<file path="config.mk">
export PLATFORM = sky130hd
export DESIGN_NAME = vec_insn_decode
export DESIGN_NICKNAME = d
export VERILOG_FILES = /design/src/design/vec_pkg.sv /design/src/design/vec_insn_decode.sv
export SDC_FILE = /design/constraint.sdc
export NUM_CORES = 1
export LEC_CHECK = 0
export ABC_AREA = 1
export CORE_AREA = 10 10 47 49
export DETAILED_ROUTE_END_ITERATION = 12
export DIE_AREA = 0 0 57 59
export DONT_BUFFER_PORTS = 1
export REMOVE_ABC_BUFFERS = 1
export SLEW_MARGIN = 20
export SYNTH_ARGS = -nofsm -noshare
export SYNTH_HDL_FRONTEND = slang
export SYNTH_SLANG_ARGS = --single-unit
export TNS_END_PERCENT = 100
</file>
<file path="constraint.sdc">
create_clock -name vclk -period 1.6
set_clock_uncertainty 0.2 [all_clocks]
set_input_delay 0.32 -clock vclk [all_inputs]
set_output_delay 0.32 -clock vclk [all_outputs]
set_load 0.03 [all_outputs]
</file>
<file path="src/design/vec_pkg.sv">
`default_nettype none

package vec_pkg;

    localparam int NUM_VEC = 32;         // architectural vector registers
    localparam int VLEN    = 64;         // bits per vector register
    localparam int VLEN_B  = VLEN / 8;   // bytes per vector register

    typedef logic [31:0]       insn_t;
    typedef logic [VLEN-1:0]   vreg_t;
    typedef logic [4:0]        vaddr_t;
    typedef logic [VLEN_B-1:0] byte_en_t;
    typedef logic [1:0]        sew_t;     // 0=e8 1=e16 2=e32 3=e64
    typedef logic [3:0]        vl_t;      // 0..8 elements
    typedef logic [31:0]       xdata_t;
    typedef logic [5:0]        funct6_t;

    // major opcodes
    localparam logic [6:0] OPC_LOAD  = 7'h07;
    localparam logic [6:0] OPC_STORE = 7'h27;
    localparam logic [6:0] OPC_VEC   = 7'h57;

    // minor types in funct3 of OPC_VEC
    localparam logic [2:0] MNR_IVV = 3'd0;
    localparam logic [2:0] MNR_IVI = 3'd3;
    localparam logic [2:0] MNR_IVX = 3'd4;
    localparam logic [2:0] MNR_CFG = 3'd7;

    localparam funct6_t F6_ADD = 6'h00;
    localparam funct6_t F6_SUB = 6'h02;
    localparam funct6_t F6_AND = 6'h09;
    localparam funct6_t F6_OR  = 6'h0A;
    localparam funct6_t F6_XOR = 6'h0B;

    typedef struct packed {
        logic       is_load;
        logic       is_store;
        logic       is_alu;       // supported arithmetic op only
        logic       is_cfg;       // vsetvli
        logic [2:0] mnr;
        funct6_t    funct6;
        vaddr_t     vd;           // vd, or vs3 for stores
        vaddr_t     vs1;
        vaddr_t     vs2;
        logic [4:0] simm5;
        sew_t       vsew;
        logic       rd_zero;
        logic       rs1_zero;
        logic       uses_vs1;
        logic       uses_vs2;
        logic       uses_vd_src;  // vd read as store data
    } dec_insn_t;

    typedef struct packed {
        logic     valid;
        funct6_t  funct6;
        vaddr_t   vd;
        vreg_t    a;              // vs2
        vreg_t    b;              // vs1, scalar or immediate
        sew_t     sew;
        byte_en_t byte_en;
    } alu_req_t;

endpackage

`default_nettype wire

</file>
<file path="src/design/vec_insn_decode.sv">
`timescale 1ns/10ps
`default_nettype none

module vec_insn_decode (
    input  vec_pkg::insn_t     insn,
    output vec_pkg::dec_insn_t dec
);

    logic [6:0] opcode;
    logic [2:0] mnr;
    logic       op_vec;
    logic       arith_form;
    logic       f6_ok;

    assign opcode = insn[6:0];
    assign mnr    = insn[14:12];
    assign op_vec = (opcode == vec_pkg::OPC_VEC);

    assign arith_form = op_vec & ((mnr == vec_pkg::MNR_IVV) |
                                  (mnr == vec_pkg::MNR_IVX) |
                                  (mnr == vec_pkg::MNR_IVI));

    always_comb begin
        case (insn[31:26])
            vec_pkg::F6_ADD,
            vec_pkg::F6_SUB,
            vec_pkg::F6_AND,
            vec_pkg::F6_OR,
            vec_pkg::F6_XOR: f6_ok = 1'b1;
            default:         f6_ok = 1'b0;  // anything else issues as a no-op
        endcase
    end

    always_comb begin
        dec.mnr    = mnr;
        dec.funct6 = insn[31:26];
        dec.vd     = insn[11:7];
        dec.vs1    = insn[19:15];
        dec.vs2    = insn[24:20];
        dec.simm5  = insn[19:15];
        // vsew sits in vtype[5:3], only codes 0..3 are kept
        dec.vsew     = insn[24:23];
        dec.rd_zero  = (insn[11:7] == 5'd0);
        dec.rs1_zero = (insn[19:15] == 5'd0);

        dec.is_load  = (opcode == vec_pkg::OPC_LOAD);
        dec.is_store = (opcode == vec_pkg::OPC_STORE);
        dec.is_alu   = arith_form & f6_ok;
        dec.is_cfg   = op_vec & (mnr == vec_pkg::MNR_CFG) & ~insn[31];  // vsetvli form

        dec.uses_vs1    = dec.is_alu & (mnr == vec_pkg::MNR_IVV);
        dec.uses_vs2    = dec.is_alu;
        dec.uses_vd_src = dec.is_store;
    end

endmodule

`default_nettype wire

</file>
== Word level (Yosys, flattened, before mapping) ==
Cells that the tools add are included.
Operators by class
  equal/unequal tests: 10
  muxes and demuxes: 1
  bitwise gates (word level): 8
  reductions and logical operators: 5
Operator list (number)
  == test 6 x 4 -> 1 bit (second input constant): 3
  logical NOT 5 bit: 2
  == test 7 x 3 -> 1 bit (second input constant): 1
  == test 7 x 6 -> 1 bit (second input constant): 1
  == test 7 bit (second input constant): 1
  == test 3 bit (second input constant): 2
  == test 6 x 2 -> 1 bit (second input constant): 1
  logical NOT 6 bit: 1
  bitwise AND 1 bit: 5
  OR reduction 5 bit: 1
  == test 3 x 2 -> 1 bit (second input constant): 1
  logical NOT 3 bit: 1
  bitwise OR 1 bit: 2
  two-way mux 1 bit: 1
  inverter 1 bit: 1
Storage, ports and cells
  bits in registers: 0
  bits of input ports: 32
  logic and storage cells: 24

== Logic depth before layout (Yosys ltp) ==
  depth after elaboration: 6
  depth in mapped cells: 7

== Least setup slack after synthesis ==
Ideal clock, no wire load.
  path type: input port to output port
  start point: in insn[2]
  end point: out dec[39] (netlist bit)
  arrival time: 1.406 ns
  slack: -0.326 ns
  cell stages on the path: 4
  buffers on the path: 0
  cells stage by stage: inv_1 > nor2_2 > nand2_2 > nor4_1
RTL lines
  from (decl): RTL line vec_insn_decode.sv:5  | input vec_pkg::insn_t insn,
  to (decl): RTL line vec_insn_decode.sv:6  | output vec_pkg::dec_insn_t dec

==> impl_metrics.tcl <==
set metrics [dict create \
    layout.cells.most_common "sky130_fd_sc_hd__inv_1" \
    post_synth_fa_ha_maj_area_fraction 0 \
    finalNonFillerCells 60 \
    place_hpwl_um 786 \
    worst-slew-pin-transition_ns 0.216 \
    drt_drc_violations_left 0 \
    postCtsSetupBuffers 0 \
    critPathCaptureType "output port" \
    ir_worst_vdd_mv 0.0175 \
    replace_congestion 0.638 \
    grt_overflow 0 \
    syn-instance-count 70 \
    final_design_area_no_fill_um2 263 \
    number_of_antenna_violations_at_the_first_check_in_global_routing 0 \
    dr_total_vias 271 \
    initial_utilization 0.304 \
    timing.hold.worst.class "in -> out" \
    avgViaCountPerCell 4.52 \
    die-width_um 57 \
    worst_setup_path_start_kind "input pin" \
    synth_compound_gate_area_share 0.0118 \
    die_h_um 59 \
    layout_common_cells "sky130_fd_sc_hd__inv_1 (9), sky130_fd_sc_hd__nand2_1 (7), sky130_fd_sc_hd__buf_4 (6)" \
    hold_slack_ns 0.440 \
    routed_wire_length_per_instance_um 14.0 \
    cts_repair_resize_count 0 \
    finalHoldViolCount 0 \
    synth.area.mux_share 0 \
    hold_depth 0 \
    core.rowCount 14 \
    synth_xor_area_frac 0 \
    seqPwrFrac 0 \
    final_ant_viol_nets 0 \
    die-area_um2 3360 \
    largest_net_degree_at_the_start_of_global_routing 5 \
    finalCritPeriodShare 0.929 \
    post-synth-top-area-cell "sky130_fd_sc_hd__buf_4" \
    drt_first_pass_iters 4 \
    leakage_nw 0.134 \
    critPathKind "in -> out" \
    synth_simple_gate_area_frac 0.326 \
    grt_util_all_layers 0.0429 \
    sequential_cell_area_um2 0 \
    flops_and_latches 0 \
    switch_pwr_mw 0.0147 \
    swShare 0.573 \
    finalCriticalPeriod_ns 1.49 \
    fin_util 0.188 \
    critPathMaxFanout 4 \
    placed_cells_incl_taps 60 \
    largest_family_of_logic_cells_by_synthesized_area "buffers and inverters" \
    n_clock_buffer 0 \
    p_per_area_nw_per_um2 97.9 \
    timing.final.setup_violations 0 \
    drt_first_iter_violations 2 \
    final_layout_size_suffix_gt1_frac 0.295 \
    hp-start "insn[8]" \
    rsz0062_at_grt "no" \
    final_max_slew_viol_count 0 \
    fmaxAchievable_ghz 0.673 \
    highest-signal-layer "met3" \
    placed_area_um2 263 \
    io_buffers 0 \
    met3_length_um 178 \
    max_cap_viol_count 0 \
    n_antenna_cell 0 \
    synth_top_cell_area_share 0.582 \
    via_count_of_the_first_global_routing_pass 289 \
    synth_cell_type_count 13 \
    placeableCoreArea_um2 1400 \
    share_clk_of_total_power 0 \
    whs_endpoint "dec[23]" \
    power.internal_mw 0.0110 \
    met1Wirelength_um 315 \
    syn_to_final_growth_pct -38.2 \
    syn-mean-instance-area_um2 6.08 \
    total_of_warnings_raised_by_yosys 0 \
    status "completed" \
    floorplan.io_pins 72 \
    tns_ns 0 \
    finalWirelength_um 842 \
    synth_area_leaders "sky130_fd_sc_hd__buf_4 (58%), sky130_fd_sc_hd__inv_1 (7.9%), sky130_fd_sc_hd__nand2_1 (6.2%)" \
    met2WireLength_um 348 \
    seq_area_frac_synth 0 \
    worst_slew_margin_rel 0.855 \
    wire_length_of_the_first_global_routing_pass_um 1300 \
    netlist_area_um2 425 \
    postCtsHoldBufs 0 \
    worst-endpoint-required_ns 1.08 \
    cp.arrival_ns 0.97 \
    power.combinational.fraction 1.000 \
    nNetsFinal 78 \
]
power groups by stage:
stage | sequential, mW | clock [mW] | combinational (mW)
final | 0 | 0 | 0.0257
after global routing | 0 | 0 | 0.0302
after CTS | 0 | 0 | 0.0261
after detailed placement | 0 | 0 | 0.0260
after global placement | 0 | 0 | 0.0251
after floorplan | 0 | 0 | 0.0218
kinds of logic after synthesis:
logic type,after synthesis
buffers and inverters,42
AND/OR/NAND/NOR,27
AO/OA/AOI/OAI,1
per-stage QoR:
stage | power [mW] | worst slack [ns]
floorplan | 0.0218 | -0.326
global route | 0.0302 | 0.0320
detailed placement | 0.0260 | 0.0917
finish | 0.0257 | 0.114
CTS | 0.0261 | 0.0912
global placement | 0.0251 | 0.109
synthesized netlist by cell type:
library cell              instances
sky130_fd_sc_hd__buf_4           33
sky130_fd_sc_hd__inv_1            9
sky130_fd_sc_hd__nand2_1          7
sky130_fd_sc_hd__nor2_1           5
sky130_fd_sc_hd__nor2_2           4
sky130_fd_sc_hd__nor3_1           3
sky130_fd_sc_hd__nand3_1          2
sky130_fd_sc_hd__nor3b_1          2
sky130_fd_sc_hd__nand2_2          1
sky130_fd_sc_hd__nand3_2          1
sky130_fd_sc_hd__nor4_1           1
sky130_fd_sc_hd__o21ai_1          1
sky130_fd_sc_hd__or2_1            1
critical path: stages:
cell and delay (ns):
sky130_fd_sc_hd__inv_1 0.03, sky130_fd_sc_hd__nor2_2 0.08, sky130_fd_sc_hd__nand2_2 0.08, sky130_fd_sc_hd__nor2_2 0.12
sky130_fd_sc_hd__nand3_2 0.08, sky130_fd_sc_hd__inv_1 0.10, sky130_fd_sc_hd__buf_12 0.15
area by class of cell:
class | count | area (µm²)
Fill cell | 167 | 1140
Multi-Input combinational cell | 28 | 144
Timing Repair Buffer | 7 | 65.1
Inverter | 9 | 33.8
Tap cell | 16 | 20.0
worst max path at each step:
stage / from / end / slack [ns] / depth (start not counted)
2_1_floorplan: insn[2] / dec[39] / -0.33 / 4
3_3_place_gp: insn[2] / dec[1] / 0.11 / 7
3_5_place_dp: insn[2] / dec[1] / 0.09 / 7
4_1_cts: insn[2] / dec[1] / 0.09 / 7
5_1_grt: insn[2] / dec[37] / 0.03 / 7
6_report: insn[2] / dec[1] / 0.11 / 7
metal layers:
layer,vias up,GRT usage
met2,40,0.0698
met3,0,0.0343
met5,-,0
met4,0,0
met1,104,0.0453
li1,127,-
(Power assumes the default switching activity.)
