## src/design/vec_pkg.sv

```systemverilog
`default_nettype none

package vec_pkg;

    localparam int NUM_VEC = 32;         // architectural vector registers
    localparam int VLEN    = 64;         // bits per vector register
    localparam int VLEN_B  = VLEN / 8;   // bytes per vector register

    typedef logic [31:0]       insn_t;
    typedef logic [VLEN-1:0]   vreg_t;
    typedef logic [4:0]        vaddr_t;
    typedef logic [VLEN_B-1:0] byte_en_t;
    typedef logic [1:0]        sew_t;     // 0=e8 1=e16 2=e32 3=e64
    typedef logic [3:0]        vl_t;      // 0..8 elements
    typedef logic [31:0]       xdata_t;
    typedef logic [5:0]        funct6_t;

    // major opcodes
    localparam logic [6:0] OPC_LOAD  = 7'h07;
    localparam logic [6:0] OPC_STORE = 7'h27;
    localparam logic [6:0] OPC_VEC   = 7'h57;

    // minor types in funct3 of OPC_VEC
    localparam logic [2:0] MNR_IVV = 3'd0;
    localparam logic [2:0] MNR_IVI = 3'd3;
    localparam logic [2:0] MNR_IVX = 3'd4;
    localparam logic [2:0] MNR_CFG = 3'd7;

    localparam funct6_t F6_ADD = 6'h00;
    localparam funct6_t F6_SUB = 6'h02;
    localparam funct6_t F6_AND = 6'h09;
    localparam funct6_t F6_OR  = 6'h0A;
    localparam funct6_t F6_XOR = 6'h0B;

    typedef struct packed {
        logic       is_load;
        logic       is_store;
        logic       is_alu;       // supported arithmetic op only
        logic       is_cfg;       // vsetvli
        logic [2:0] mnr;
        funct6_t    funct6;
        vaddr_t     vd;           // vd, or vs3 for stores
        vaddr_t     vs1;
        vaddr_t     vs2;
        logic [4:0] simm5;
        sew_t       vsew;
        logic       rd_zero;
        logic       rs1_zero;
        logic       uses_vs1;
        logic       uses_vs2;
        logic       uses_vd_src;  // vd read as store data
    } dec_insn_t;

    typedef struct packed {
        logic     valid;
        funct6_t  funct6;
        vaddr_t   vd;
        vreg_t    a;              // vs2
        vreg_t    b;              // vs1, scalar or immediate
        sew_t     sew;
        byte_en_t byte_en;
    } alu_req_t;

endpackage

`default_nettype wire

```

## src/design/vec_cfg_unit.sv

```systemverilog
`timescale 1ns/10ps
`default_nettype none

module vec_cfg_unit (
    input  logic               clk,
    input  logic               rst_n,
    input  logic               cfg_issue,
    input  vec_pkg::dec_insn_t dec,
    input  vec_pkg::xdata_t    avl,
    output vec_pkg::sew_t      sew,
    output vec_pkg::byte_en_t  tail_be,
    output vec_pkg::xdata_t    new_vl
);

    vec_pkg::vl_t vl;
    vec_pkg::vl_t vlmax;
    vec_pkg::vl_t vl_nxt;

    assign vlmax = vec_pkg::vl_t'(4'd8 >> dec.vsew);  // one register, LMUL fixed at 1

    always_comb begin
        if (!dec.rs1_zero) begin
            vl_nxt = (avl < vec_pkg::xdata_t'(vlmax)) ? vec_pkg::vl_t'(avl) : vlmax;
        end else if (!dec.rd_zero) begin
            vl_nxt = vlmax;
        end else begin
            vl_nxt = vl;  // x0, x0 keeps vl
        end
    end

    assign new_vl = vec_pkg::xdata_t'(vl_nxt);

    always_ff @(posedge clk) begin
        if (!rst_n) begin
            sew <= 2'd0;
            vl  <= 4'd8;
        end else if (cfg_issue) begin
            sew <= dec.vsew;
            vl  <= vl_nxt;
        end
    end

    // byte b belongs to element b >> sew, tail elements stay untouched
    always_comb begin
        for (int b = 0; b < vec_pkg::VLEN_B; b++) begin
            tail_be[b] = vec_pkg::vl_t'(b >> sew) < vl;
        end
    end

endmodule

`default_nettype wire

```

## config.mk

```make
export PLATFORM = sky130hd
export DESIGN_NAME = vec_cfg_unit
export DESIGN_NICKNAME = d
export VERILOG_FILES = /design/src/design/vec_pkg.sv /design/src/design/vec_cfg_unit.sv
export SDC_FILE = /design/constraint.sdc
export NUM_CORES = 1
export LEC_CHECK = 0
export ABC_AREA = 1
export ABC_CLOCK_PERIOD_IN_PS = 2900
export BUFFER_PORTS_ARGS = -buffer_cell sky130_fd_sc_hd__buf_2
export CAP_MARGIN = 20
export CORE_MARGIN = 5
export CORE_UTILIZATION = 35
export DETAILED_ROUTE_END_ITERATION = 7
export HOLD_SLACK_MARGIN = 0.05
export PLACE_DENSITY = 0.87
export REMOVE_ABC_BUFFERS = 1
export SLEW_MARGIN = 20
export SYNTH_ARGS = -nofsm -noshare
export SYNTH_HDL_FRONTEND = slang
export SYNTH_SLANG_ARGS = --single-unit
```

## constraint.sdc

```tcl
create_clock -name clk -period 2.9 [get_ports clk]
set_clock_uncertainty 0.05 [all_clocks]
set_input_delay 0.725 -clock clk [delete_from_list [all_inputs] [get_ports clk]]
set_output_delay 0.725 -clock clk [all_outputs]
set_load 0.01 [all_outputs]
```

* Word-level counts from Yosys, hierarchy flattened
Cells that the tools add are included.
** Word-level totals
- Flip-flop bits (word level) :: 6
- Bits in latches :: 0
- Memory bits (writable) :: 0
- ROM bits :: 0
- Bits of input ports :: 75
- Output and inout port bits :: 42
- Logic and storage cells :: 23
- Memories :: 0
** Operators by class
- Add/sub/neg operators :: 0
- Multipliers :: 0
- Div/mod/pow operators :: 0
- Magnitude comparators :: 9
- Eq/ne operators :: 0
- Shift operators :: 9
- Muxes and demuxes :: 3
- Bitwise logic cells :: 0
- Reduce and logical (&&, ||, !) cells :: 0
** Operators by type and width (count)
- < comparator 32 x 4 -> 1 bit :: 1
- < comparator 4 bit :: 8
- right shift 3 x 2 -> 4 bit (first input constant) :: 4
- two-way mux 4 bit :: 3
- right shift 1 x 2 -> 4 bit (first input constant) :: 2
- right shift 2 x 2 -> 4 bit (first input constant) :: 2
- right shift 4 x 2 -> 4 bit (first input constant) :: 1

* Longest topological paths before layout
- Depth in word-level cells :: 4
- Depth in mapped cells :: 14
- Gate-level depth less buffers :: 14

* Worst setup path before layout
OpenSTA, ideal clock, no wires.
- Kind :: input -> output
- Start :: in dec[6] in the netlist's numbering
- End :: out new_vl[3]
- Arrival time :: 2.002 ns
- Data required time :: 2.125 ns
- Slack :: 0.123 ns
- Cell stages on the path :: 12
- Buffers on the path :: 0
- Cells stage by stage :: nor2_1 inv_1 ha_1 nand2_1 nand2_1 nor2_1 nand2_1 nor2_4 nand2_4 nand2_1 nand3_1 and2_1
** Between the ends
- Longest elaborated chain between the ends :: 4
- Elaborated cells on any way between the ends :: 5
- Those cells by class :: order compare (1); shift (1); mux (3)
** RTL lines
- start: declaration :: line vec_cfg_unit.sv:8 : input vec_pkg::dec_insn_t dec,
- right shift 4 x 2 -> 4 bit * :: line vec_cfg_unit.sv:19 : assign vlmax = vec_pkg::vl_t'(4'd8 >> dec.vsew);
- < comparator 32 x 4 -> 1 bit :: line vec_cfg_unit.sv:23 : vl_nxt = (avl < vec_pkg::xdata_t'(vlmax)) ? vec_pkg::vl_t'(avl) : vlmax;
- two-way mux 4 bit :: line vec_cfg_unit.sv:23
- two-way mux 4 bit * :: line vec_cfg_unit.sv:22 : if (!dec.rs1_zero) begin
- end: declaration :: line vec_cfg_unit.sv:12 : output vec_pkg::xdata_t new_vl
Mark *: on every way between the ends. The rest lies on a longest branch, timed or not.

* Final worst setup path
- Start :: in dec[5] in the netlist's numbering
- End :: out new_vl[3]
The elaborated chain is that of the path after synthesis.

==> results.ini <==
[min_path]
hold_class=register to register

[finish]
final_nets=332
synthToLayoutAreaGrowth_pct=39.1
multi_input_area_um2=797
nFillCells=289
diodes=0
seqCellArea_um2=120
drive_gt1_frac=0.410

[worst_setup_path]
crit_required_ns=2.12
end_kind=primary output
crit_path_start_kind=input pin
path_class=input pin to primary output
arrival_ns=2.14
worst-path-max-fanout=5

[synth]
netlist-cell-type-count=25
ys_ff_latch=6
synth_warnings=0
synth.avg_cell_area_um2=6.11
synth.top_cell.area_share=0.194
syn_area_mm2=0.00108
seq_area_frac_synth=0.111
synth_ff_type=dfxtp_1
synth_most_common_cell=nand2_1
yosys.area.top_type=buf_4
synthArstFlopShare=0
synthTopCellsByArea=buf_4, ha_1, nand2_1
synth_commonest_cells=nand2_1, buf_4, nor2_1
synth_edf_count=0
netlist_instances=177

[sta]
drv_slew=0
max_freq_mhz=343
fin_crit_ns=2.92
setup_slack_ns=-0.0187
timing_hold_violations_final=0
rsz0062_at_grt=true
timing.final.crit_share=1.01
setup_viol=1

[cts]
clk_pin_slew_ns=0.04
clk_latency_ns=0.24
postCtsHoldBufs=0
clkSinkCount=6
cts_made_buffers=3
clockBufferDepth=2
tritoncts=built
htreeDepth=1
clock-root-buffer=clkbuf_4

[power]
power_switching_uw=154
p_comb_frac=0.556
p_leak_nw=0.840
p_int_uw=232
ir_drop_uv=285
pwr-share-seq=0.248
p_clk_frac=0.196
powerDensity_mw_per_mm2=257
total_power_uw=386
sw_frac_of_total=0.400

[detailed_routing]
ant_nets=0
wire_per_inst_um=10.8
drc=0
vias_per_cell=4.37
dr.pass1.iters=4
finalWirelength_um=3000
drt_iter0_markers=33
vias=1211

[job]
drv_cap=0

[floorplanning]
rows=20
start_util=0.360
ios=117
core_region_area_mm2=0.00300
die_x_um=65.6
die-area_mm2=0.00430
die_h_um=65.6

[placed_design]
numPortBuffers=52
dpl.hpwl_um=2250
dpl_worst_slack_ns=-0.210
gp_congestion=0.793

[run_status]
status=complete, but fails checks
violations=setup timing

[grt]
grt_usage=0.116
grt_pass1_vias=1012
antenna_found_initial=0
grt-ovfl-total=0
grt_max_degree=10
grt_pass1_wl_um=4040

==> metrics by stage <==
step | setup TNS, ns | instances | util | hold WS (ns) | cell area [µm²]
floorplan | 0 | 174 | - | 0.495 | 965
global placement | -0.517 | 266 | 0.439 | 0.521 | 1320
detailed placement | -0.550 | 266 | 0.439 | 0.530 | 1320
CTS | 0 | 272 | 0.472 | 0.537 | 1420
global route | -0.395 | 277 | 0.501 | 0.571 | 1510
finish | -0.0187 | 277 | 0.501 | 0.530 | 1510
==> timing repair <==
item,in CTS,in global routing
gates resized for setup,15,12
gates cloned,0,0
buffers inserted,3,5
pin swaps,8,2
setup endpoints to repair,4,4
==> power groups by stage <==
stage / clock, mW / combinational, mW / sequential (mW)
6_report: 0.0756 / 0.215 / 0.0958
5_1_grt: 0.0820 / 0.238 / 0.0968
4_1_cts: 0.0777 / 0.195 / 0.0957
3_5_place_dp: 0 / 0.181 / 0.0971
3_3_place_gp: 0 / 0.176 / 0.0968
2_1_floorplan: 0 / 0.108 / 0.0965
==> cells by family (layout without fill, tap and decap cells) <==
family,Yosys count,after routing,share of synthesized area
buffers and inverters,58,98,0.304
AOI/OAI and AO/OA,27,27,0.138
other,1,28,0.00346
and+or+nand+nor,74,74,0.317
adders and majority gates,11,11,0.127
DFF,6,6,0.111
==> final timing paths <==
check / start / endpoint / slack (ns) / cells past startpoint
max: dec[5] / new_vl[3] / -0.02 / 12
min: sew[0]$_SDFFE_PN0P_ / sew[0]$_SDFFE_PN0P_ / 0.53 / 2
max reg2reg: vl[2]$_SDFFE_PN0P_ / vl[2]$_SDFFE_PN0P_ / 1.86 / 6
min reg2reg: sew[0]$_SDFFE_PN0P_ / sew[0]$_SDFFE_PN0P_ / 0.53 / 2
==> final cells by class <==
type / instances / share of cell area
Tap cell: 33 / 0.0274
Sequential cell: 6 / 0.0798
Clock buffer: 3 / 0.0150
Inverter: 28 / 0.0748
Multi-Input combinational cell: 140 / 0.530
Timing Repair Buffer: 67 / 0.273
==> state kept, by name (all words and copies together) (netlist names) <==
register	cells
sew	2
vl	4
==> worst max-delay path, cell delays in order <==
cell and delay [ns]:
buf_8 0.10, buf_4 0.15, inv_1 0.07, nand2_1 0.06, ha_1 0.29, o21ai_2 0.07
nand2_2 0.09, nand3_4 0.11, nand3_1 0.13, nand3_2 0.09, and2_4 0.15, buf_6 0.11
==> cells in the final DEF (no fill, tap or decap), types with 8 or more instances in the layout <==
master	netlist	routed
a21oi_1	14	14
buf_2	1	47
buf_4	28	14
conb_1	1	28
ha_1	11	9
inv_1	20	18
inv_2	7	8
nand2_1	33	27
nand3_1	9	8
nor2_1	23	21
==> metal layers <==
layer / vias up / GRT usage / part of all wire
met5: - / 0 / 0
li1: 631 / - / -
met3: 2 / 0.0325 / 0.076
met4: 0 / 0.0130 / 0.0013
met2: 45 / 0.231 / 0.53
met1: 533 / 0.121 / 0.39
Note: power is estimated with default switching activity, not from simulation.
