==> src/design/vec_pkg.sv <==
`default_nettype none

package vec_pkg;

    localparam int NUM_VEC = 32;         // architectural vector registers
    localparam int VLEN    = 64;         // bits per vector register
    localparam int VLEN_B  = VLEN / 8;   // bytes per vector register

    typedef logic [31:0]       insn_t;
    typedef logic [VLEN-1:0]   vreg_t;
    typedef logic [4:0]        vaddr_t;
    typedef logic [VLEN_B-1:0] byte_en_t;
    typedef logic [1:0]        sew_t;     // 0=e8 1=e16 2=e32 3=e64
    typedef logic [3:0]        vl_t;      // 0..8 elements
    typedef logic [31:0]       xdata_t;
    typedef logic [5:0]        funct6_t;

    // major opcodes
    localparam logic [6:0] OPC_LOAD  = 7'h07;
    localparam logic [6:0] OPC_STORE = 7'h27;
    localparam logic [6:0] OPC_VEC   = 7'h57;

    // minor types in funct3 of OPC_VEC
    localparam logic [2:0] MNR_IVV = 3'd0;
    localparam logic [2:0] MNR_IVI = 3'd3;
    localparam logic [2:0] MNR_IVX = 3'd4;
    localparam logic [2:0] MNR_CFG = 3'd7;

    localparam funct6_t F6_ADD = 6'h00;
    localparam funct6_t F6_SUB = 6'h02;
    localparam funct6_t F6_AND = 6'h09;
    localparam funct6_t F6_OR  = 6'h0A;
    localparam funct6_t F6_XOR = 6'h0B;

    typedef struct packed {
        logic       is_load;
        logic       is_store;
        logic       is_alu;       // supported arithmetic op only
        logic       is_cfg;       // vsetvli
        logic [2:0] mnr;
        funct6_t    funct6;
        vaddr_t     vd;           // vd, or vs3 for stores
        vaddr_t     vs1;
        vaddr_t     vs2;
        logic [4:0] simm5;
        sew_t       vsew;
        logic       rd_zero;
        logic       rs1_zero;
        logic       uses_vs1;
        logic       uses_vs2;
        logic       uses_vd_src;  // vd read as store data
    } dec_insn_t;

    typedef struct packed {
        logic     valid;
        funct6_t  funct6;
        vaddr_t   vd;
        vreg_t    a;              // vs2
        vreg_t    b;              // vs1, scalar or immediate
        sew_t     sew;
        byte_en_t byte_en;
    } alu_req_t;

endpackage

`default_nettype wire

==> src/design/vec_mem_port.sv <==
`timescale 1ns/10ps
`default_nettype none

module vec_mem_port (
    input  logic            clk,
    input  logic            rst_n,
    input  logic            st_issue,
    input  logic            ld_issue,
    input  vec_pkg::vaddr_t vd,
    input  vec_pkg::xdata_t addr,
    input  vec_pkg::vreg_t  st_data,
    input  vec_pkg::vreg_t  mem_rdata,
    input  logic            mem_rvalid,
    output logic            mem_req,
    output logic            mem_wvalid,
    output vec_pkg::xdata_t mem_addr,
    output vec_pkg::vreg_t  mem_wdata,
    output logic            ld_busy,
    output logic            ld_wr_en,
    output vec_pkg::vaddr_t ld_wr_addr,
    output vec_pkg::vreg_t  ld_wr_data
);

    // first rvalid while a load is open ends it, stray rvalid is dropped
    assign ld_wr_en   = ld_busy & mem_rvalid;
    assign ld_wr_data = mem_rdata;

    always_ff @(posedge clk) begin
        if (!rst_n) begin
            mem_req    <= 1'b0;
            mem_wvalid <= 1'b0;
            ld_busy    <= 1'b0;
        end else begin
            mem_req    <= ld_issue;  // single-cycle strobes
            mem_wvalid <= st_issue;
            if (ld_issue) begin
                ld_busy <= 1'b1;
            end else if (ld_wr_en) begin
                ld_busy <= 1'b0;
            end
        end
    end

    always_ff @(posedge clk) begin
        if (st_issue || ld_issue) mem_addr <= addr;
        if (st_issue) mem_wdata <= st_data;
        if (ld_issue) ld_wr_addr <= vd;  // destination held until data returns
    end

endmodule

`default_nettype wire

==> config.mk <==
export PLATFORM = sky130hd
export DESIGN_NAME = vec_mem_port
export DESIGN_NICKNAME = d
export VERILOG_FILES = /design/src/design/vec_pkg.sv /design/src/design/vec_mem_port.sv
export SDC_FILE = /design/constraint.sdc
export NUM_CORES = 1
export LEC_CHECK = 0
export BUFFER_PORTS_ARGS = -buffer_cell sky130_fd_sc_hd__buf_4
export CORE_AREA = 2 2 133 135
export DETAILED_ROUTE_END_ITERATION = 10
export DIE_AREA = 0 0 135 137
export GPL_ROUTABILITY_DRIVEN = 0
export SYNTH_ARGS = -nofsm -noshare
export SYNTH_HDL_FRONTEND = slang
export SYNTH_SLANG_ARGS = --single-unit
==> constraint.sdc <==
create_clock -name clk -period 3.7 [get_ports clk]
set_clock_uncertainty 0.2 [all_clocks]
set_input_delay 0.185 -clock clk [delete_from_list [all_inputs] [get_ports clk]]
set_output_delay 0.185 -clock clk [all_outputs]
set_load 0.1 [all_outputs]
* Yosys cells after proc, flatten, opt, wreduce, memory -nomap -nowiden *
Index checks and enable logic that the tools add are counted.
Widths: inputs -> output; s select.

operators by class
  muxes and demuxes = 2
  reduce and logical (&&, ||, !) cells = 2
  bitwise logic cells = 1

operator list
  cell               count
  $mux 1             2
  $reduce_bool 2->1  1
  $and 1x1->1        1
  $logic_or 1x1->1   1

storage, ports and cells
  logic and storage cells = 11
  output and inout bits = 169
  input bits = 170
  register bits after elaboration = 104

* Logic depth before layout (Yosys ltp) *
  depth in word-level cells = 3
  depth in mapped cells = 2
  mapped depth without buffers = 2

* Least setup slack after synthesis *
OpenSTA, ideal clock, no wires.

  path type = flip-flop to output port
  from = register ld_busy
  to = output port ld_wr_en
  data arrival time = 1.566 ns
  slack = 1.749 ns
  path buffers = 0
  cell stages (with the launch flop) = 2
  required time = 3.315 ns
  cell sequence = dfxtp_1 > and2_2

between the ends
  cells in the longest elaborated chain, start to end = 1

RTL lines
  element                 RTL line            RTL
  from (decl)             vec_mem_port.sv:18  output logic ld_busy,
  from (signal assigned)  vec_mem_port.sv:32  ld_busy <= 1'b0;
  from (signal assigned)  vec_mem_port.sv:37  ld_busy <= 1'b1;
  from (signal assigned)  vec_mem_port.sv:39  ld_busy <= 1'b0;
  $and 1x1->1             vec_mem_port.sv:25  assign ld_wr_en = ld_busy & mem_rvalid;
  to (decl)               vec_mem_port.sv:19  output logic ld_wr_en,

No other way between the ends.

* Worst setup path after layout *
  from = input port st_issue
  to = register mem_addr[22] (enable)

between the ends
  cells in the longest elaborated chain, start to end = 1

RTL lines
  element               RTL line            RTL
  from (decl)           vec_mem_port.sv:7   input logic st_issue,
  $logic_or 1x1->1      vec_mem_port.sv:45  if (st_issue || ld_issue) mem_addr <= addr;
  to (signal assigned)  vec_mem_port.sv:45
  to (decl)             vec_mem_port.sv:16  output vec_pkg::xdata_t mem_addr,

No other way between the ends.
A chain may end at the register's enable or synchronous reset.

==> results.yml <==
sta:
  final_clock_period_utilization_by_the_worst_path_pct: 43.4
  report.final.hold_viol_count: 0
  rsz0062_at_grt: "no"
  hold_ws_ps: 170
  setup-violations-final: 0
  max_slew_margin_pct: 45.4
  period_minus_slack_ps: 1600
  final_max_slew_viol_count: 0
  tns_ps: 0
  tightest_slew_ps: 819
  timing.fmax_ghz: 0.623
power_and_ir_drop:
  vdd.ir_drop.worst_v: 0.000306
  power.leakage_nw: 2.63
  design_power_total_w: 0.00340
  power.density_cell_area_mw_per_mm2: 538
status:
  status: "finished clean"
drt:
  vias: 2445
  vias_per_cell: 3.67
  drt_first_pass_iters: 4
  detail_route.iter0.violations: 95
  remaining_drc_errors: 0
  postRouteAntennaNets: 0
  wl_per_cell_um: 15.2
  drt_wl_total_um: 10100
grt:
  grt_max_degree: 67
  total_global_route_track_usage_pct: 10.6
  grt_first_pass_wirelength_um: 14200
  global_route.overflow_total: 0
  grt_pass1_vias: 2715
  grt_antenna_before_repair: 0
placed_design:
  port-buffer-count: 210
  placement.cell_area_sq_mm: 0.00500
  dp_hpwl_um: 6870
cts:
  tritoncts_num_sinks: 104
  cts_setup_buffers: 0
  cts_tree: "yes"
  path_clk_slew_ps: 70
  cts_htree_levels: 3
  worst_skew_pair.late_latency_ps: 340
  cts_made_buffers: 9
  clockRootBuffer: "sky130_fd_sc_hd__clkbuf_16"
  clockBufferDepth: 2
synthesis:
  post_synth_mux_area_share_pct: 0
  synth_top_family_by_area: "buffers and inverters"
  syn_inst: 174
  yosysTopAreaCell: "sky130_fd_sc_hd__edfxtp_1"
  synth_compound_gate_area_share_pct: 0.208
  post_synth_xor_area_fraction_pct: 0
  number_of_warning_messages_in_the_yosys_log: 0
  syn_area_per_cell_sq_um: 20.8
  ys_seq_area_share_pct: 85.6
  synth.cell_area_sq_mm: 0.00361
  synth_top_area_share_pct: 83.9
  ys_seq_elements: 104
  synth_top_area_cells: "sky130_fd_sc_hd__edfxtp_1, sky130_fd_sc_hd__buf_4, sky130_fd_sc_hd__dfxtp_1"
  ys_types: 8
  synth_fp_nets: 344
  yosys.area_share.adder_pct: 0
  post_synth_and_or_nand_nor_area_fraction_pct: 0.900
worst_setup_path:
  crit_path_end_kind: "flip-flop"
  timing.critical_path.required_ps: 3500
  worstReg2RegStart: "ld_busy$_SDFFE_PN0P_"
  crit-reg2reg-capture: "ld_busy$_SDFFE_PN0P_"
  worstSetupPathType: "in2reg"
  r2r.worst_path.cells: 3
  critical_path_arrival_ps: 1410
  critical_path.max_fanout: 66
  start_kind: "input port"
  worst_reg2reg_setup_slack_ps: 2260
hold_path:
  hold-path-endpoint: "ld_wr_data[14]"
  hold_path.startpoint: "mem_rdata[14]"
  min_delay_path_depth: 0
  holdCritPathClass: "in2out"
cells_and_area:
  nets: 606
  fillCellCount: 1604
  layout-drive-gt1-share_pct: 51.5
  postLayoutCellArea_sq_mm: 0.00633
  area_growth_syn_to_layout_pct: 75.2
  antenna-diode-count: 0
job:
  max_capacitance_violation_count: 0
die:
  dieHeight_um: 137
  fp.dieW_um: 135
  pin_count: 339
  core.rowCount: 48
  start_util_pct: 21.2
  die_area_sq_mm: 0.0185
  core-area_sq_mm: 0.0171
## metal layers
layer / up-vias / GRT usage, % / routed length [um]
met2: 174 / 18.3 / 5120
li1: 1092 / - / -
met4: 0 / 5.61 / 296
met3: 27 / 6.59 / 1340
met5: - / 0 / 0
met1: 1152 / 9.71 / 3360
## flip-flops by register name, indices dropped and copies added (netlist names)
signal,count
ld_wr_addr,5
mem_wvalid,1
mem_addr,32
mem_wdata,64
ld_busy,1
mem_req,1
## how the worst max path moves through the flow
stage          slack (ps)  cells after the start                 start                      to
2_1_floorplan        1750                      1  ld_busy$_SDFFE_PN0P_                ld_wr_en
3_3_place_gp         1760                      3              st_issue  mem_addr[13]$_DFFE_PP_
6_report             2100                      3              st_issue  mem_addr[22]$_DFFE_PP_
3_5_place_dp         1710                      3              st_issue  mem_addr[11]$_DFFE_PP_
5_1_grt              1990                      3              st_issue  mem_addr[16]$_DFFE_PP_
4_1_cts              2100                      3              st_issue  mem_addr[22]$_DFFE_PP_
## cells in the mapped netlist (all sizes together)
cell / instances
o21a: 1
and2: 3
dfxtp: 3
edfxtp: 101
nor2b: 1
buf: 64
or2: 1
## where the power goes
group	internal, W	total (W)	switching [W]	leakage (nW)
clock	0.000474	0.000924	0.000451	0.138
combinational	0.000258	0.00105	0.000794	1.47
sequential	0.00140	0.00143	0.0000296	1.03
## worst max-delay path, cell delays in order
cell and delay (ps):
sky130_fd_sc_hd__buf_4 620, sky130_fd_sc_hd__or2_1 190, sky130_fd_sc_hd__buf_4 350
## placed cells by master (no fill, tap or decap), drive strengths merged
| master | n |
|---|---|
| and2 | 3 |
| buf | 211 |
| clkbuf | 10 |
| clkinv | 2 |
| clkinvlp | 1 |
| dfxtp | 3 |
| dlygate4sd3 | 104 |
| edfxtp | 101 |
| inv | 3 |
| nor2b | 1 |
| o21a | 1 |
| or2 | 1 |
## metrics by stage
stage | setup WS, ps | cells | util (%)
global route | 1990 | 666 | 37.1
global placement | 1760 | 546 | 29.3
detailed placement | 1710 | 546 | 29.3
finish | 2100 | 666 | 37.1
CTS | 2100 | 666 | 37.1
floorplan | 1750 | 174 | -
## timing repair
action | CTS | global route
resized for setup | 0 | 0
hold buffers | 104 | 0
hold endpoints to repair | 109 | 0
endpoints found under the setup margin | 0 | 0
## layout make-up
type	instances	area (sq um)	share of cell area [%]
Sequential cell	104	3090	48.9
Tap cell	225	282	4.45
Clock inverter	6	61.3	0.969
Timing Repair Buffer	315	2630	41.5
Clock buffer	10	229	3.62
Multi-Input combinational cell	6	40.0	0.633
## cell families (layout without fill, tap and decap cells)
family                 Yosys count  in the layout
flip-flops                     104            104
buffers and inverters           64            331
AND/OR/NAND/NOR                  5              5
AO/OA/AOI/OAI                    1              1
(Power assumes the default switching activity.)
