--- config.mk ---
export PLATFORM = sky130hd
export DESIGN_NAME = vec_scoreboard
export DESIGN_NICKNAME = d
export VERILOG_FILES = /design/src/design/vec_pkg.sv /design/src/design/vec_scoreboard.sv
export SDC_FILE = /design/constraint.sdc
export NUM_CORES = 1
export LEC_CHECK = 0
export ABC_CLOCK_PERIOD_IN_PS = 3700
export BUFFER_PORTS_ARGS = -buffer_cell sky130_fd_sc_hd__buf_2
export CORE_UTILIZATION = 45
export DETAILED_ROUTE_END_ITERATION = 12
export MAX_ROUTING_LAYER = met4
export PLACE_DENSITY_LB_ADDON = 0.1
export SLEW_MARGIN = 10
export SYNTH_ARGS = -nofsm -noshare
export SYNTH_HDL_FRONTEND = slang
export SYNTH_SLANG_ARGS = --single-unit
--- constraint.sdc ---
create_clock -name clk -period 3.7 [get_ports clk]
set_input_delay 0.185 -clock clk [delete_from_list [all_inputs] [get_ports clk]]
set_output_delay 0.185 -clock clk [all_outputs]
set_load 0.02 [all_outputs]
--- src/design/vec_pkg.sv ---
`default_nettype none

package vec_pkg;

    localparam int NUM_VEC = 32;         // architectural vector registers
    localparam int VLEN    = 64;         // bits per vector register
    localparam int VLEN_B  = VLEN / 8;   // bytes per vector register

    typedef logic [31:0]       insn_t;
    typedef logic [VLEN-1:0]   vreg_t;
    typedef logic [4:0]        vaddr_t;
    typedef logic [VLEN_B-1:0] byte_en_t;
    typedef logic [1:0]        sew_t;     // 0=e8 1=e16 2=e32 3=e64
    typedef logic [3:0]        vl_t;      // 0..8 elements
    typedef logic [31:0]       xdata_t;
    typedef logic [5:0]        funct6_t;

    // major opcodes
    localparam logic [6:0] OPC_LOAD  = 7'h07;
    localparam logic [6:0] OPC_STORE = 7'h27;
    localparam logic [6:0] OPC_VEC   = 7'h57;

    // minor types in funct3 of OPC_VEC
    localparam logic [2:0] MNR_IVV = 3'd0;
    localparam logic [2:0] MNR_IVI = 3'd3;
    localparam logic [2:0] MNR_IVX = 3'd4;
    localparam logic [2:0] MNR_CFG = 3'd7;

    localparam funct6_t F6_ADD = 6'h00;
    localparam funct6_t F6_SUB = 6'h02;
    localparam funct6_t F6_AND = 6'h09;
    localparam funct6_t F6_OR  = 6'h0A;
    localparam funct6_t F6_XOR = 6'h0B;

    typedef struct packed {
        logic       is_load;
        logic       is_store;
        logic       is_alu;       // supported arithmetic op only
        logic       is_cfg;       // vsetvli
        logic [2:0] mnr;
        funct6_t    funct6;
        vaddr_t     vd;           // vd, or vs3 for stores
        vaddr_t     vs1;
        vaddr_t     vs2;
        logic [4:0] simm5;
        sew_t       vsew;
        logic       rd_zero;
        logic       rs1_zero;
        logic       uses_vs1;
        logic       uses_vs2;
        logic       uses_vd_src;  // vd read as store data
    } dec_insn_t;

    typedef struct packed {
        logic     valid;
        funct6_t  funct6;
        vaddr_t   vd;
        vreg_t    a;              // vs2
        vreg_t    b;              // vs1, scalar or immediate
        sew_t     sew;
        byte_en_t byte_en;
    } alu_req_t;

endpackage

`default_nettype wire

--- src/design/vec_scoreboard.sv ---
`timescale 1ns/10ps
`default_nettype none

module vec_scoreboard (
    input  logic               clk,
    input  logic               rst_n,
    input  vec_pkg::dec_insn_t dec,
    input  logic               fetch_valid,
    input  logic               alu_wr_valid,
    input  vec_pkg::vaddr_t    alu_wr_addr,
    input  logic               ld_wr_valid,
    input  vec_pkg::vaddr_t    ld_wr_addr,
    input  logic               ld_busy,
    output logic               stall,
    output logic               issue
);

    logic [vec_pkg::NUM_VEC-1:0] pending;  // one bit per vector register
    logic                        writes_vd;
    logic                        hazard;

    assign writes_vd = dec.is_alu | dec.is_load;

    // RAW on sources, WAW on vd, and a single outstanding load
    assign hazard = (dec.uses_vs1 & pending[dec.vs1])
                  | (dec.uses_vs2 & pending[dec.vs2])
                  | ((dec.uses_vd_src | writes_vd) & pending[dec.vd])
                  | (dec.is_load & ld_busy);

    assign stall = fetch_valid & hazard;
    assign issue = fetch_valid & ~hazard;

    always_ff @(posedge clk) begin
        if (!rst_n) begin
            pending <= '0;
        end else begin
            if (alu_wr_valid) pending[alu_wr_addr] <= 1'b0;
            if (ld_wr_valid) pending[ld_wr_addr] <= 1'b0;
            if (issue && writes_vd) pending[dec.vd] <= 1'b1;  // new owner wins
        end
    end

endmodule

`default_nettype wire

# Yosys cells after proc, flatten, opt, wreduce, memory -nomap -nowiden
# Index checks and enable logic that the tools add are counted.
# classes
reduce_logical	4
magnitude_cmp	8
n_mux	17
bitwise	17
# op_table
operator	count
two-way mux 32 bit	5
bitwise AND 32 bit	2
NOT 32 bit	2
OR 32 bit	1
< comparator 5 x 6 -> 1 bit, second input constant	5
binary-select mux 1 bit (select 5 bit)	3
demux 1 bit (select 5 bit)	3
>= comparator 5 x 1 -> 1 bit, second input constant	3
bitwise AND 1 bit	6
two-way mux 1 bit	6
OR 1 bit	5
logical AND 1 bit	4
NOT 1 bit	1
# word_totals
out_inout_bits	2
regBits	32
input_bits	56

# Longest topological paths before layout
# depth
ltp_word	13
ltp_mapped	9

# Least setup slack after synthesis
# No wires, ideal clock.
# synth_timing
path_kind	input to output
startpoint	input dec[17] (netlist bit)
endpoint	output issue
t_required_ns	3.515
setup_slack_ns	1.418
cell_stages	7
path_buffers	2
arrival_ns	2.097
cell_sequence	buf_2 -> mux4_2 -> mux2_2 -> o311ai_1 -> o221ai_2 -> buf_6 -> nor3b_2
# synth_via
elab_chain_cells	8
# synth_lines
item	line	text
from (decl)	vec_scoreboard.sv:7	input vec_pkg::dec_insn_t dec,
binary-select mux 1 bit (select 5 bit)	vec_scoreboard.sv:25	assign hazard = (dec.uses_vs1 & pending[dec.vs1])
two-way mux 1 bit (implied by the code)	vec_scoreboard.sv:25	
bitwise AND 1 bit	vec_scoreboard.sv:25	
OR 1 bit	vec_scoreboard.sv:26	| (dec.uses_vs2 & pending[dec.vs2])
OR 1 bit	vec_scoreboard.sv:27	| ((dec.uses_vd_src | writes_vd) & pending[dec.vd])
OR 1 bit	vec_scoreboard.sv:28	| (dec.is_load & ld_busy);
NOT 1 bit	vec_scoreboard.sv:31	assign issue = fetch_valid & ~hazard;
bitwise AND 1 bit	vec_scoreboard.sv:31	
to (decl)	vec_scoreboard.sv:15	output logic issue
# No other way between the ends. The select of a mux whose other input is x is not followed.

# Worst setup path in the final report
# layout_timing
startpoint	register pending[7] (netlist bit)
endpoint	output stall
# layout_via
elab_chain_cells	7
word_cells_on_any_way	13
classes_between	mux (6); bitwise (7)
# layout_lines
item	line	text
from (decl)	vec_scoreboard.sv:18	logic [vec_pkg::NUM_VEC-1:0] pending;
from (signal assigned)	vec_scoreboard.sv:35	pending <= '0;
from (signal, indexed assignment)	vec_scoreboard.sv:37	if (alu_wr_valid) pending[alu_wr_addr] <= 1'b0;
from (signal, indexed assignment)	vec_scoreboard.sv:38	if (ld_wr_valid) pending[ld_wr_addr] <= 1'b0;
binary-select mux 1 bit (select 5 bit) (on tied branches)	vec_scoreboard.sv:25, vec_scoreboard.sv:26	
two-way mux 1 bit (on tied branches)	vec_scoreboard.sv:25, vec_scoreboard.sv:26	
bitwise AND 1 bit (on tied branches)	vec_scoreboard.sv:25, vec_scoreboard.sv:26	
OR 1 bit	vec_scoreboard.sv:26	
OR 1 bit (*)	vec_scoreboard.sv:27	
OR 1 bit (*)	vec_scoreboard.sv:28	
bitwise AND 1 bit (*)	vec_scoreboard.sv:30	assign stall = fetch_valid & hazard;
to (decl)	vec_scoreboard.sv:14	output logic stall,
# Every way passes the cells marked *; elsewhere a longest branch is shown, timed or not. The select of a mux whose other input is x is not followed.

==> impl_metrics.json <==
{
  "outcome": "finished clean",
  "cellLeakagePower_nw": 0.994,
  "rsz0062_at_grt": "false",
  "dp_hpwl_um": 5830,
  "cts_setup_buffers": 0,
  "cp_max_fo": 15,
  "hold_depth": 4,
  "top_register": "pending",
  "placementRows": 27,
  "synth_nets": 367,
  "setup.worst_path.start_class": "flop",
  "synth_edf_count": 0,
  "first_pass_iters": 4,
  "async_reset_ff_frac": 0,
  "cts_tree": "done",
  "vias": 2630,
  "required_ns": 3.51,
  "detail_route.wl_per_cell_um": 19.2,
  "ir_drop_v": 0.000174,
  "finalCritPeriodShare": 0.728,
  "antenna_found_initial": 0,
  "drt-total-wl_um": 7780,
  "cts_hold_buf": 0,
  "routed_via_density": 6.48,
  "yosysSeqAreaShare": 0.248,
  "r2r_cells": 7,
  "comb_power_share": 0.177,
  "dr.first_iter.drc_count": 262,
  "initial_core_util": 0.469,
  "intPower_mw": 0.637,
  "grt_usage": 0.277,
  "fin_nets": 389,
  "numPortBuffers": 37,
  "max_cap_violations": 0,
  "dieArea_sq_um": 6050,
  "worstSetupPathType": "flop to primary output",
  "r2r-end": "pending[16]",
  "finClkSkew_ns": 0.00185,
  "final-hold-violation-count": 0,
  "io_pins": 58,
  "hold_path.class": "input pin to flop",
  "setup_slack_ns": 1.01,
  "core-area_sq_um": 5510,
  "worstSkewPairLatency_ns": 0.28,
  "clock_sinks": 32,
  "avgSynthCellArea_sq_um": 8.31,
  "synthFlopType": "dfxtp_1",
  "largest_reg_flops": 32,
  "n_antenna_cell": 0,
  "maxSlewHeadroom": 0.323,
  "cts_buffer_depth": 2,
  "p_sw_mw": 0.232,
  "clkPwrFrac": 0.421,
  "drc_errors": 0,
  "fin_setup_tns_ns": 0,
  "timing.rr.start": "pending[7]",
  "r2r_setup_slack_ns": 1.35,
  "netSwitchingFraction": 0.267,
  "tightest_slew_ns": 1.01,
  "sequentialPowerShare": 0.403,
  "drive_above_1_share": 0.216,
  "fp.dieH_um": 77.8,
  "synth.cell_area_sq_um": 2580,
  "ys_ff_latch": 32,
  "post_cts_resized": 0,
  "grt_max_degree": 35,
  "place_ws_ns": 1.07,
  "yosysWarnings": 0,
  "synthCells": 311,
  "hold_path_startpoint": "dec[25]",
  "hold_end": "pending[18]",
  "maxSlewViolCount": 0,
  "worstPathArrival_ns": 2.51,
  "clk_pin_slew_ns": 0.07,
  "ant_nets": 0,
  "clockRootBuffer": "clkbuf_8",
  "yosys.cell_types.count": 45,
  "cts_made_buffers": 5,
  "htree_levels": 2,
  "finalSetupViolCount": 0,
  "max_freq_mhz": 371,
  "critPathCaptureType": "primary output",
  "p_per_area_nw_per_um2": 302,
  "min_period_ns": 2.69,
  "overflow": 0,
  "grt_pass1_vias": 2375,
  "die_w_um": 77.8,
  "area_growth_pct": 11.4,
  "largest_registers": "pending: 32 flops",
  "grt_pass1_wl_um": 12500,
  "globalplace.congestion": 0.813
}
cell usage after synthesis, types with 2 or more instances:
cell | instances | share of area
inv_1 | 4 | 0.0058
a22oi_1 | 32 | 0.093
nor2_1 | 15 | 0.022
o2111ai_1 | 2 | 0.0068
and3_1 | 5 | 0.012
nand3_1 | 35 | 0.068
nand2_1 | 45 | 0.065
buf_2 | 8 | 0.015
mux2i_1 | 15 | 0.058
mux2_2 | 4 | 0.017
o21ai_1 | 28 | 0.054
and3b_1 | 5 | 0.017
mux4_2 | 17 | 0.15
nor3b_1 | 8 | 0.023
nor3_1 | 7 | 0.014
buf_6 | 2 | 0.0087
buf_1 | 2 | 0.0029
o21ai_0 | 6 | 0.012
clkbuf_1 | 10 | 0.015
dfxtp_1 | 32 | 0.25
and2_1 | 2 | 0.0048
nand2b_1 | 4 | 0.0097
worst max-delay path: stages, from the launching register on:
cell       delay, ns
dfxtp_1         0.36
mux4_2          0.47
and2_1          0.18
a2111oi_2       0.32
a311o_2         0.17
o221ai_2        0.29
o21a_1          0.29
buf_2           0.15
kinds of logic (layout without fill, tap and decap cells):
family / count (synthesis) / after routing / synth area share
multiplexers: 36 / 36 / 0.224
AND/OR/NAND/NOR: 135 / 135 / 0.265
AO/OA/AOI/OAI: 81 / 81 / 0.213
buffers and inverters: 27 / 50 / 0.0503
flip-flops: 32 / 32 / 0.248
placed cells by master, fill, tap and decap left out, types with 5 or more instances in the layout:
| cell type | instances |
|---|---|
| mux2i_1 | 15 |
| and3b_1 | 5 |
| nand2_1 | 45 |
| a22oi_1 | 32 |
| o21ai_1 | 28 |
| buf_2 | 37 |
| dfxtp_1 | 32 |
| o21ai_0 | 6 |
| and3_1 | 5 |
| nor3b_1 | 8 |
| nor3_1 | 7 |
| mux4_2 | 17 |
| nand3_1 | 35 |
| nor2_1 | 15 |
| clkbuf_8 | 7 |
per-stage QoR:
| step | power, mW | util | hold slack [ns] | cells | cell area, sq um |
|---|---|---|---|---|---|
| floorplan | 0.459 | - | 0.453 | 311 | 2580 |
| CTS | 0.871 | 0.523 | 0.389 | 406 | 2880 |
| finish | 0.868 | 0.523 | 0.400 | 406 | 2880 |
| detailed placement | 0.508 | 0.500 | 0.485 | 398 | 2750 |
| global placement | 0.506 | 0.500 | 0.479 | 398 | 2750 |
| global route | 0.910 | 0.523 | 0.399 | 406 | 2880 |
area by class of cell:
type	count	area (sq um)
Clock buffer	7	96.3
Timing Repair Buffer	38	193
Inverter	4	15.0
Clock inverter	1	30.0
Tap cell	72	90.1
Sequential cell	32	641
Fill cell	536	2630
Multi-Input combinational cell	252	1810
routing by layer:
layer	vias up	wire (um)	track usage
li1	1243	-	-
met1	1283	3770	0.387
met2	99	3530	0.427
met3	5	415	0.0294
met4	0	57	0.0679
met5	-	0	-
power groups by stage:
stage / logic (mW) / clock network (mW) / registers [mW]
after floorplan: 0.104 / 0 / 0.356
after global placement: 0.149 / 0 / 0.357
after detailed placement: 0.151 / 0 / 0.357
after CTS: 0.151 / 0.371 / 0.349
after global routing: 0.166 / 0.394 / 0.349
final: 0.153 / 0.365 / 0.350
how the worst max path moves through the flow:
stage	startpoint	endpoint	depth (start not counted)
global route	pending[7]	issue	7
detailed placement	dec[23]	pending[16]	8
global placement	dec[23]	pending[18]	8
CTS	pending[7]	stall	7
finish	pending[7]	stall	7
floorplan	dec[17]	issue	7
Note: power is estimated with default switching activity, not from simulation.
